[config.mk]
export PLATFORM = sky130hd
export DESIGN_NAME = cipher_top
export DESIGN_NICKNAME = d
export VERILOG_FILES = /design/src/hw/cipher_pkg.sv /design/src/hw/key_pkg.sv /design/src/hw/key_store.sv /design/src/hw/cipher_round.sv /design/src/hw/cipher_pipe.sv /design/src/hw/cipher_top.sv
export SDC_FILE = /design/constraint.sdc
export NUM_CORES = 1
export LEC_CHECK = 0
export ABC_CLOCK_PERIOD_IN_PS = 6300
export BUFFER_PORTS_ARGS = -buffer_cell sky130_fd_sc_hd__buf_2
export CELL_PAD_IN_SITES_DETAIL_PLACEMENT = 0
export CELL_PAD_IN_SITES_GLOBAL_PLACEMENT = 1
export CORE_MARGIN = 2
export CORE_UTILIZATION = 35
export CTS_CLUSTER_SIZE = 40
export DETAILED_ROUTE_END_ITERATION = 8
export PLACE_DENSITY = 0.59
export SLEW_MARGIN = 10
export SYNTH_ARGS = -nofsm -noshare
export SYNTH_HDL_FRONTEND = slang
export SYNTH_SLANG_ARGS = --single-unit
[constraint.sdc]
create_clock -name clk -period 6.3 [get_ports clk]
set_input_delay 0.945 -clock clk [delete_from_list [all_inputs] [get_ports clk]]
set_output_delay 0.945 -clock clk [all_outputs]
set_load 0.005 [all_outputs]
[src/hw/cipher_pkg.sv]
package cipher_pkg;

    // ======================================================================
    // Datapath geometry
    // ======================================================================

    localparam int unsigned word_w = 32;          // Data word width

    localparam int unsigned num_rounds = 12;      // Round stages after whitening

    // Whitening register plus one register per round
    localparam int unsigned pipe_latency = num_rounds + 1;

    // ======================================================================
    // Mixing constant
    // ======================================================================

    // XORed in by the whitening stage and added inside a round
    // whenever bit 0 of the stage input is set
    localparam logic [word_w-1:0] whiten_const = 32'h4cfe_df05;

endpackage

[src/hw/key_pkg.sv]
package key_pkg;

    import cipher_pkg::*;

    // ======================================================================
    // Key layout
    // ======================================================================

    localparam int unsigned key_words = 4;                  // 32-bit words per key

    localparam int unsigned key_w = key_words * word_w;     // 128 bits

    localparam int unsigned key_idx_w = $clog2(key_words);  // Word index width

    // Same 128 bits seen two ways
    // flat  is the whole key, word 0 in bits 31:0
    // words is the per-word view used for writes and round selection
    typedef union packed {
        logic [key_w-1:0]                  flat;
        logic [key_words-1:0][word_w-1:0]  words;
    } key_t;

endpackage

[src/hw/key_store.sv]
`timescale 1ns/1ps

module key_store
    import cipher_pkg::*;
    import key_pkg::*;
(
    input  logic                 clk,
    input  logic                 rst_n,

    input  logic                 key_wr,      // One-cycle word write strobe
    input  logic [key_idx_w-1:0] key_idx,
    input  logic [word_w-1:0]    key_word,
    input  logic                 key_commit,  // Shadow to active

    output key_t                 active_key
);

    // ======================================================================
    // Shadow key
    // ======================================================================

    key_t shadow_key;

    always_ff @(posedge clk or negedge rst_n) begin
        if (!rst_n) begin
            shadow_key.flat <= '0;
        end else if (key_wr) begin
            shadow_key.words[key_idx] <= key_word;  // Only the indexed word moves
        end
    end

    // ======================================================================
    // Active key
    // ======================================================================

    // A write in the commit cycle lands in the shadow only, so the
    // active key picks up the value the shadow held before that edge.
    always_ff @(posedge clk or negedge rst_n) begin
        if (!rst_n) begin
            active_key.flat <= '0;
        end else if (key_commit) begin
            active_key <= shadow_key;
        end
    end

endmodule

[src/hw/cipher_round.sv]
`timescale 1ns/1ps

module cipher_round
    import cipher_pkg::*;
#(
    parameter int unsigned round_no = 1     // 1 .. num_rounds, also the rotate amount
)
(
    input  logic              clk,
    input  logic              rst_n,

    input  logic              in_valid,
    input  logic [word_w-1:0] in_word,
    input  logic [word_w-1:0] round_key,

    output logic              out_valid,
    output logic [word_w-1:0] out_word
);

    logic [word_w-1:0] keyed;
    logic [word_w-1:0] mixed;
    logic [word_w-1:0] rotated;

    // ======================================================================
    // Round function
    // ======================================================================

    always_comb begin
        keyed   = in_word ^ round_key;
        mixed   = keyed + (in_word[0] ? whiten_const : '0);  // Add keyed on input LSB
        rotated = (mixed >> round_no) | (mixed << (word_w - round_no));
    end

    // ======================================================================
    // Stage registers
    // ======================================================================

    always_ff @(posedge clk or negedge rst_n) begin
        if (!rst_n) begin
            out_valid <= 1'b0;
        end else begin
            out_valid <= in_valid;
        end
    end

    always_ff @(posedge clk) begin
        out_word <= rotated;    // Loads every cycle, valid tags it
    end

endmodule

[src/hw/cipher_pipe.sv]
`timescale 1ns/1ps

module cipher_pipe
    import cipher_pkg::*;
    import key_pkg::*;
(
    input  logic              clk,
    input  logic              rst_n,

    input  logic              valid_in,     // Sampled every cycle
    input  logic [word_w-1:0] data_in,

    input  key_t              active_key,

    output logic              valid_out,
    output logic [word_w-1:0] data_out
);

    // Index 0 is the whitening register, index r is the output of round r
    logic [pipe_latency-1:0] stage_valid;
    logic [word_w-1:0]       stage_word [0:pipe_latency-1];

    // ======================================================================
    // Whitening stage
    // ======================================================================

    always_ff @(posedge clk or negedge rst_n) begin
        if (!rst_n) begin
            stage_valid[0] <= 1'b0;
            stage_word[0]  <= '0;
        end else begin
            stage_valid[0] <= valid_in;
            stage_word[0]  <= data_in ^ whiten_const;
        end
    end

    // ======================================================================
    // Round chain
    // ======================================================================

    // Round r takes key word r mod 4, giving the order 1 2 3 0 repeating.
    // The rounds read the live active key, so a commit reaches every
    // item still in flight.
    for (genvar r = 1; r <= num_rounds; r++) begin : g_round
        logic [word_w-1:0] round_key;

        assign round_key = active_key.words[r % key_words];

        cipher_round #(
            .round_no (r)
        ) u_round (
            .clk       (clk),
            .rst_n     (rst_n),
            .in_valid  (stage_valid[r-1]),
            .in_word   (stage_word[r-1]),
            .round_key (round_key),
            .out_valid (stage_valid[r]),
            .out_word  (stage_word[r])
        );
    end

    // ======================================================================
    // Output
    // ======================================================================

    assign valid_out = stage_valid[pipe_latency-1];   // Last round register
    assign data_out  = stage_word[pipe_latency-1];

endmodule

[src/hw/cipher_top.sv]
`timescale 1ns/1ps

module cipher_top
    import cipher_pkg::*;
    import key_pkg::*;
(
    input  logic                 clk,
    input  logic                 rst_n,

    // Key loading
    input  logic                 key_wr,
    input  logic [key_idx_w-1:0] key_idx,
    input  logic [word_w-1:0]    key_word,
    input  logic                 key_commit,

    // Data path, no back-pressure
    input  logic                 valid_in,
    input  logic [word_w-1:0]    data_in,
    output logic                 valid_out,
    output logic [word_w-1:0]    data_out
);

    key_t active_key;       // Committed key seen by every round

    // ======================================================================
    // Key store and pipeline
    // ======================================================================

    key_store u_key_store (
        .clk        (clk),
        .rst_n      (rst_n),
        .key_wr     (key_wr),
        .key_idx    (key_idx),
        .key_word   (key_word),
        .key_commit (key_commit),
        .active_key (active_key)
    );

    cipher_pipe u_pipe (
        .clk        (clk),
        .rst_n      (rst_n),
        .valid_in   (valid_in),
        .data_in    (data_in),
        .active_key (active_key),
        .valid_out  (valid_out),
        .data_out   (data_out)
    );

endmodule

## Word-level counts from Yosys, hierarchy flattened

Index checks and enable logic that the tools add are counted.
Widths: inputs -> output; s select.

| operators by class | value |
|---|---|
| add/sub/neg operators | 12 |
| $lt $le $gt $ge | 2 |
| mux-type cells | 15 |
| bitwise gates (word level) | 25 |
| reductions and logical operators | 1 |

Operator list:

| operator | count |
|---|---|
| $add 32x31->32 | 12 |
| $xor 32x32->32 | 12 |
| $mux 31 | 12 |
| $bwmux 128 | 1 |
| $demux 32 s2 | 1 |
| $mux 32 | 1 |
| $or 20x32->32 | 1 |
| $or 21x32->32 | 1 |
| $or 22x32->32 | 1 |
| $or 23x32->32 | 1 |
| $or 24x32->32 | 1 |
| $or 25x32->32 | 1 |
| $or 26x32->32 | 1 |
| $or 27x32->32 | 1 |
| $or 28x32->32 | 1 |
| $or 29x32->32 | 1 |
| $or 30x32->32 | 1 |
| $or 31x32->32 | 1 |
| $not 19->19 | 1 |
| $lt 2x3->1 const B | 1 |
| $ge 2x1->1 const B | 1 |
| $logic_and 1x1->1 | 1 |

| storage, ports and cells | value |
|---|---|
| register bits | 685 |
| output and inout bits | 33 |

## Logic depth before layout (Yosys ltp)

| depth | value |
|---|---|
| depth after elaboration | 5 |
| depth in mapped cells | 11 |
| depth with buffers taken out | 11 |

## Cells and area by module

From an unflattened synthesis, not the netlist that was laid out.

| second synthesis, totals | value |
|---|---|
| cell total of the unflattened synthesis | 3528 |
| area, all modules | 37816.3 µm² |

By module, submodules not included:

| module | times used | cells each | area each (µm²) | seq. area each (µm²) |
|---|---|---|---|---|
| cipher_round at u_pipe.g_round[12].u_round ... | 5 | 244 | 2309.7 | 665.6 |
| key_store | 1 | 542 | 9457.8 | 6406.1 |
| cipher_round at u_pipe.g_round[5].u_round ... | 2 | 240 | 2273.4 | 665.6 |
| cipher_round at u_pipe.g_round[9].u_round | 1 | 279 | 2423.6 | 665.6 |
| cipher_round at u_pipe.g_round[7].u_round | 1 | 256 | 2357.3 | 665.6 |
| cipher_round at u_pipe.g_round[10].u_round | 1 | 250 | 2293.4 | 665.6 |
| cipher_round at u_pipe.g_round[8].u_round | 1 | 227 | 2163.3 | 665.6 |
| cipher_round at u_pipe.g_round[11].u_round | 1 | 222 | 2128.3 | 665.6 |
| cipher_pipe | 1 | 52 | 897.1 | 825.8 |

## Worst setup path before layout

Ideal clock, no wire load.

| timing | value |
|---|---|
| path kind | reg-to-reg |
| start point | reg, netlist name u_pipe.g_round[6].u_round.out_word[0] |
| end point | reg, netlist name u_pipe.g_round[7].u_round.out_word[23] |
| arrival time | 2922 ps |
| required time | 6178 ps |
| slack | 3256 ps |
| cell stages (with the launch flop) | 11 |
| buffers on the path | 0 |
| clock period less this slack | 3044 ps |
| path through | dfxtp_1 ha_1 ha_1 a21oi_1 or4_1 nor3_1 o211ai_1 a211o_1 a31oi_2 nor2_1 a311o_1 |

| on the way | value |
|---|---|
| cells in the longest elaborated chain, start to end | 3 |
| elaborated cells on any way between the ends | 4 |

RTL lines:

| item | line | text |
|---|---|---|
| $xor 32x32->32 / $mux 31 (equally long branches) | cipher_round.sv:29, cipher_round.sv:30 |  |
| $add 32x31->32 * | cipher_round.sv:30 | `mixed = keyed + (in_word[0] ? whiten_const : '0);` |
| net u_pipe.g_round[7].u_round.mixed[30] | cipher_round.sv:21 | `logic [word_w-1:0] mixed;` |
| $or 25x32->32 * | cipher_round.sv:31 | `rotated = (mixed >> round_no) \| (mixed << (word_w - round_no));` |

The timed path passes the listed nets; every way through them passes the cells marked *.
A chain may end at the register's enable or synchronous reset.

## Worst setup path in the final report

| timing | value |
|---|---|
| start point | reg, netlist name u_pipe.g_round[1].u_round.out_word[0] |
| end point | reg, netlist name u_pipe.g_round[2].u_round.out_word[25] |

| on the way | value |
|---|---|
| cells in the longest elaborated chain, start to end | 3 |
| elaborated cells on any way between the ends | 4 |

RTL lines:

| item | line |
|---|---|
| $xor 32x32->32 / $mux 31 (equally long branches) | cipher_round.sv:29, cipher_round.sv:30 |
| $add 32x31->32 * | cipher_round.sv:30 |
| net u_pipe.g_round[2].u_round.mixed[27] | cipher_round.sv:21 |
| $or 30x32->32 * | cipher_round.sv:31 |

Marked as above.

==> results by group <==
Global routing
  – Global-route usage over all layers: 22.8%
  – Global-route wire length before repair: 170 mm
  – Global route total overflow: 0
  – Number of global-route vias before repair: 24500
  – Number of antenna violations at the first check in global routing: 15
  – Pin count of the biggest net entering global routing: 151

CTS
  – Count of hold buffers inserted by post-cts repair: 0
  – CTS sink count: 685
  – CTS clock-pin slew for the worst setup and hold paths: 60 ps
  – Post-CTS Repair Setup Buffers: 0
  – Number of H-tree levels: 3
  – CTS tree: done
  – Root cell of the clock tree: clkbuf_16
  – Cts bufs inserted: 84
  – Worst-skew pair later-pin latency: 680 ps
  – Cts repair resizes: 0
  – Clk buf depth: 3

Setup path
  – Worst Path Required: 6830 ps
  – Setup crit start kind: register
  – Reg2Reg Depth: 9
  – Capturing element type of the critical path: register
  – Register-to-register setup slack: 1820 ps
  – Worst r2r dst: u_pipe.g_round[2].u_round.out_word[25]$_DFF_P_
  – Worst-path maximum fanout: 20
  – Critical path arrival: 5010 ps
  – Type of the worst setup path: register to register
  – Reg2reg start: u_pipe.g_round[1].u_round.out_word[0]$_DFF_P_

Timing
  – Count of final max-slew check failures: 0
  – Post-route clock skew: 41.6 ps
  – RSZ-0062 raised after global routing: false
  – Number of setup violations in the final report: 0
  – Peak clock frequency supported by timing: 223 MHz
  – Total negative setup slack: 0 ps
  – Worst Hold Margin: 302 ps
  – Least setup slack across all paths after layout: 1820 ps
  – Min cycle time layout: 4480 ps
  – Worst relative slew slack: 8.29%
  – Worst-Margin Slew: 1360 ps
  – Fin crit share: 71.1%
  – Number of hold violations in the final report: 0

Synthesis
  – Largest area contributor in the synthesized netlist: dfxtp_1
  – Syn Std Cell Area: 35400 sq um
  – Synth area leaders: dfxtp_1 (22%), dfrtp_1 (21%), xor2_1 (9.7%), ha_1 (8.6%), mux2_2 (8.0%)
  – Net count of the mapped netlist: 3657
  – Mean Syn Cell Area: 10.6 sq um
  – Proportion of netlist area held by the largest area contributor: 21.7%
  – Share of synthesized area occupied by flip-flops and latches: 43.0%
  – Number of enable flip-flop cells after synthesis: 0
  – Top-count cell post-synth: xor2_1
  – Register bit total from synthesis: 685
  – Most used flip-flop cell after synthesis: dfxtp_1
  – Share of flip-flops with an asynchronous set or reset: 43.9%
  – Syn. warnings: 0
  – Yosys cell types: 85
  – Post-synthesis cell count: 3343
  – Leading post-synthesis cells by instance count: xor2_1 (393), dfxtp_1 (384), xnor2_1 (313)

Routing
  – DRT Wirelength: 118 mm
  – Number of antenna-violating nets in the routed design: 0
  – Starting DRT DRC Count: 1969
  – Via-to-Cell Ratio: 5.14
  – Routed WL per cell: 24.3 um
  – Total number of vias: 25000
  – Router iterations before antenna repair: 5
  – Remaining routing DRC violations: 0

Flow run
  – Maxcap violations: 0

Die
  – Chip width: 322 um
  – Die ar.: 104000 sq um
  – Cell Rows: 116
  – Top-level port count: 104
  – Y dimension of the die: 322 um
  – Core Box Area: 100000 sq um
  – Initial standard-cell utilization of the core: 35.3%

Final layout
  – Fraction of final layout cells sized beyond drive strength 1: 15.7%
  – Post-route insts no fill: 4867
  – Post-layout net count: 3811
  – Area overhead of the layout relative to synthesis: 14.3%

Status
  – Run status: finished, final reports clean

Placement
  – Detailed placement HPWL: 95.2 mm
  – Number of cells after detailed placement: 4709
  – Port-buffer cells: 103
  – Worst slack after detailed placement: 2060 ps
  – Routability cong.: 0.957

Min path
  – Path type of the worst min-delay path: input pin to async pin
stage by stage:
stage                     area, sq um  utilization, %
after floorplan                 35400               -
after detailed placement        37500            37.5
final                           40500            40.4
after global placement          37500            37.5
after global routing            40500            40.4
after CTS                       40500            40.4
per-layer routing:
| metal | track usage (%) | routed length, um | share of wire [%] |
|---|---|---|---|
| met2 | 36.4 | 53500 | 45 |
| met4 | 6.42 | 2890 | 2.4 |
| met1 | 32.0 | 56500 | 48 |
| met3 | 3.24 | 5390 | 4.6 |
| met5 | 0 | 0 | 0 |
cell usage in the layout, fill, tap and decap left out, types with 11 or more instances in the layout:
cell       netlist  layout
buf_2            2     101
nor2b_1         25      25
nand2_1        168     168
inv_1           91      91
clkbuf_8         0      16
mux2_2         253     253
nor3_1          62      62
a21oi_1        164     164
o21ai_0        101     101
or3_1           11      11
nand4_1         25      25
clkbuf_1        40      11
o31ai_1         15      15
clkbuf_16        0      85
clkinv_2         0      17
a21o_1          82      82
ha_1           243     243
and2_1          30      30
a31oi_1         52      52
a41oi_1         12      12
nor2_1         183     183
o21a_1          26      26
nand3b_1        11      11
nor4_1          19      19
xnor2_1        313     313
a211oi_1        15      15
and3_1          31      31
o211ai_1        16      16
dfrtp_1        301     301
nand2b_1        13      13
xor2_1         393     393
buf_4            0      12
dfxtp_1        384     384
nand3_1         71      70
o21bai_1        27      27
a31o_2          14      14
final cells by class:
class | instances | area [sq um]
clock inverter | 44 | 572
antenna | 2 | 5.00
clock buffer | 112 | 2390
multi-input combinational | 2518 | 19700
tap | 1298 | 1620
sequential | 685 | 15200
inverter | 91 | 342
fill | 9858 | 59700
timing repair buffer | 117 | 662
registers in the layout, summed over array words and instances (netlist names):
register,cells
u_key_store.active_key,128
u_pipe.stage_valid,1
u_pipe.g_round.u_round.out_word,384
u_pipe.g_round.u_round.out_valid,12
u_pipe.stage_word,32
u_key_store.shadow_key,128
critical path, cell delays in order, from the launching register on:
cell	delay, ps
dfxtp_1	960
ha_1	370
nand3_1	100
or4_1	390
nor4_1	1100
o21ai_0	380
a21boi_1	250
o31a_1	320
nor3_1	90
or3b_1	360
worst max-delay path by stage:
stage | start | endpoint
floorplan | u_pipe.g_round[6].u_round.out_word[0]$_DFF_P_ | u_pipe.g_round[7].u_round.out_word[23]$_DFF_P_
global placement | u_pipe.g_round[1].u_round.out_word[0]$_DFF_P_ | u_pipe.g_round[2].u_round.out_word[25]$_DFF_P_
detailed placement | u_pipe.g_round[1].u_round.out_word[0]$_DFF_P_ | u_pipe.g_round[2].u_round.out_word[25]$_DFF_P_
CTS | u_pipe.g_round[1].u_round.out_word[0]$_DFF_P_ | u_pipe.g_round[2].u_round.out_word[25]$_DFF_P_
global route | u_pipe.g_round[1].u_round.out_word[0]$_DFF_P_ | u_pipe.g_round[2].u_round.out_word[25]$_DFF_P_
finish | u_pipe.g_round[1].u_round.out_word[0]$_DFF_P_ | u_pipe.g_round[2].u_round.out_word[25]$_DFF_P_
cell families after synthesis:
kind of cell | synth area share (%)
XOR/XNOR | 17.6
AND/OR/NAND/NOR | 9.65
flip-flops | 43.0
AO/OA/AOI/OAI | 11.6
multiplexers | 8.13
adder cells (fa/ha/maj) | 8.59
buffers and inverters | 1.49
Power is not shown: default switching activity piles up to over one toggle a cycle in this logic, so the estimate is an artifact.
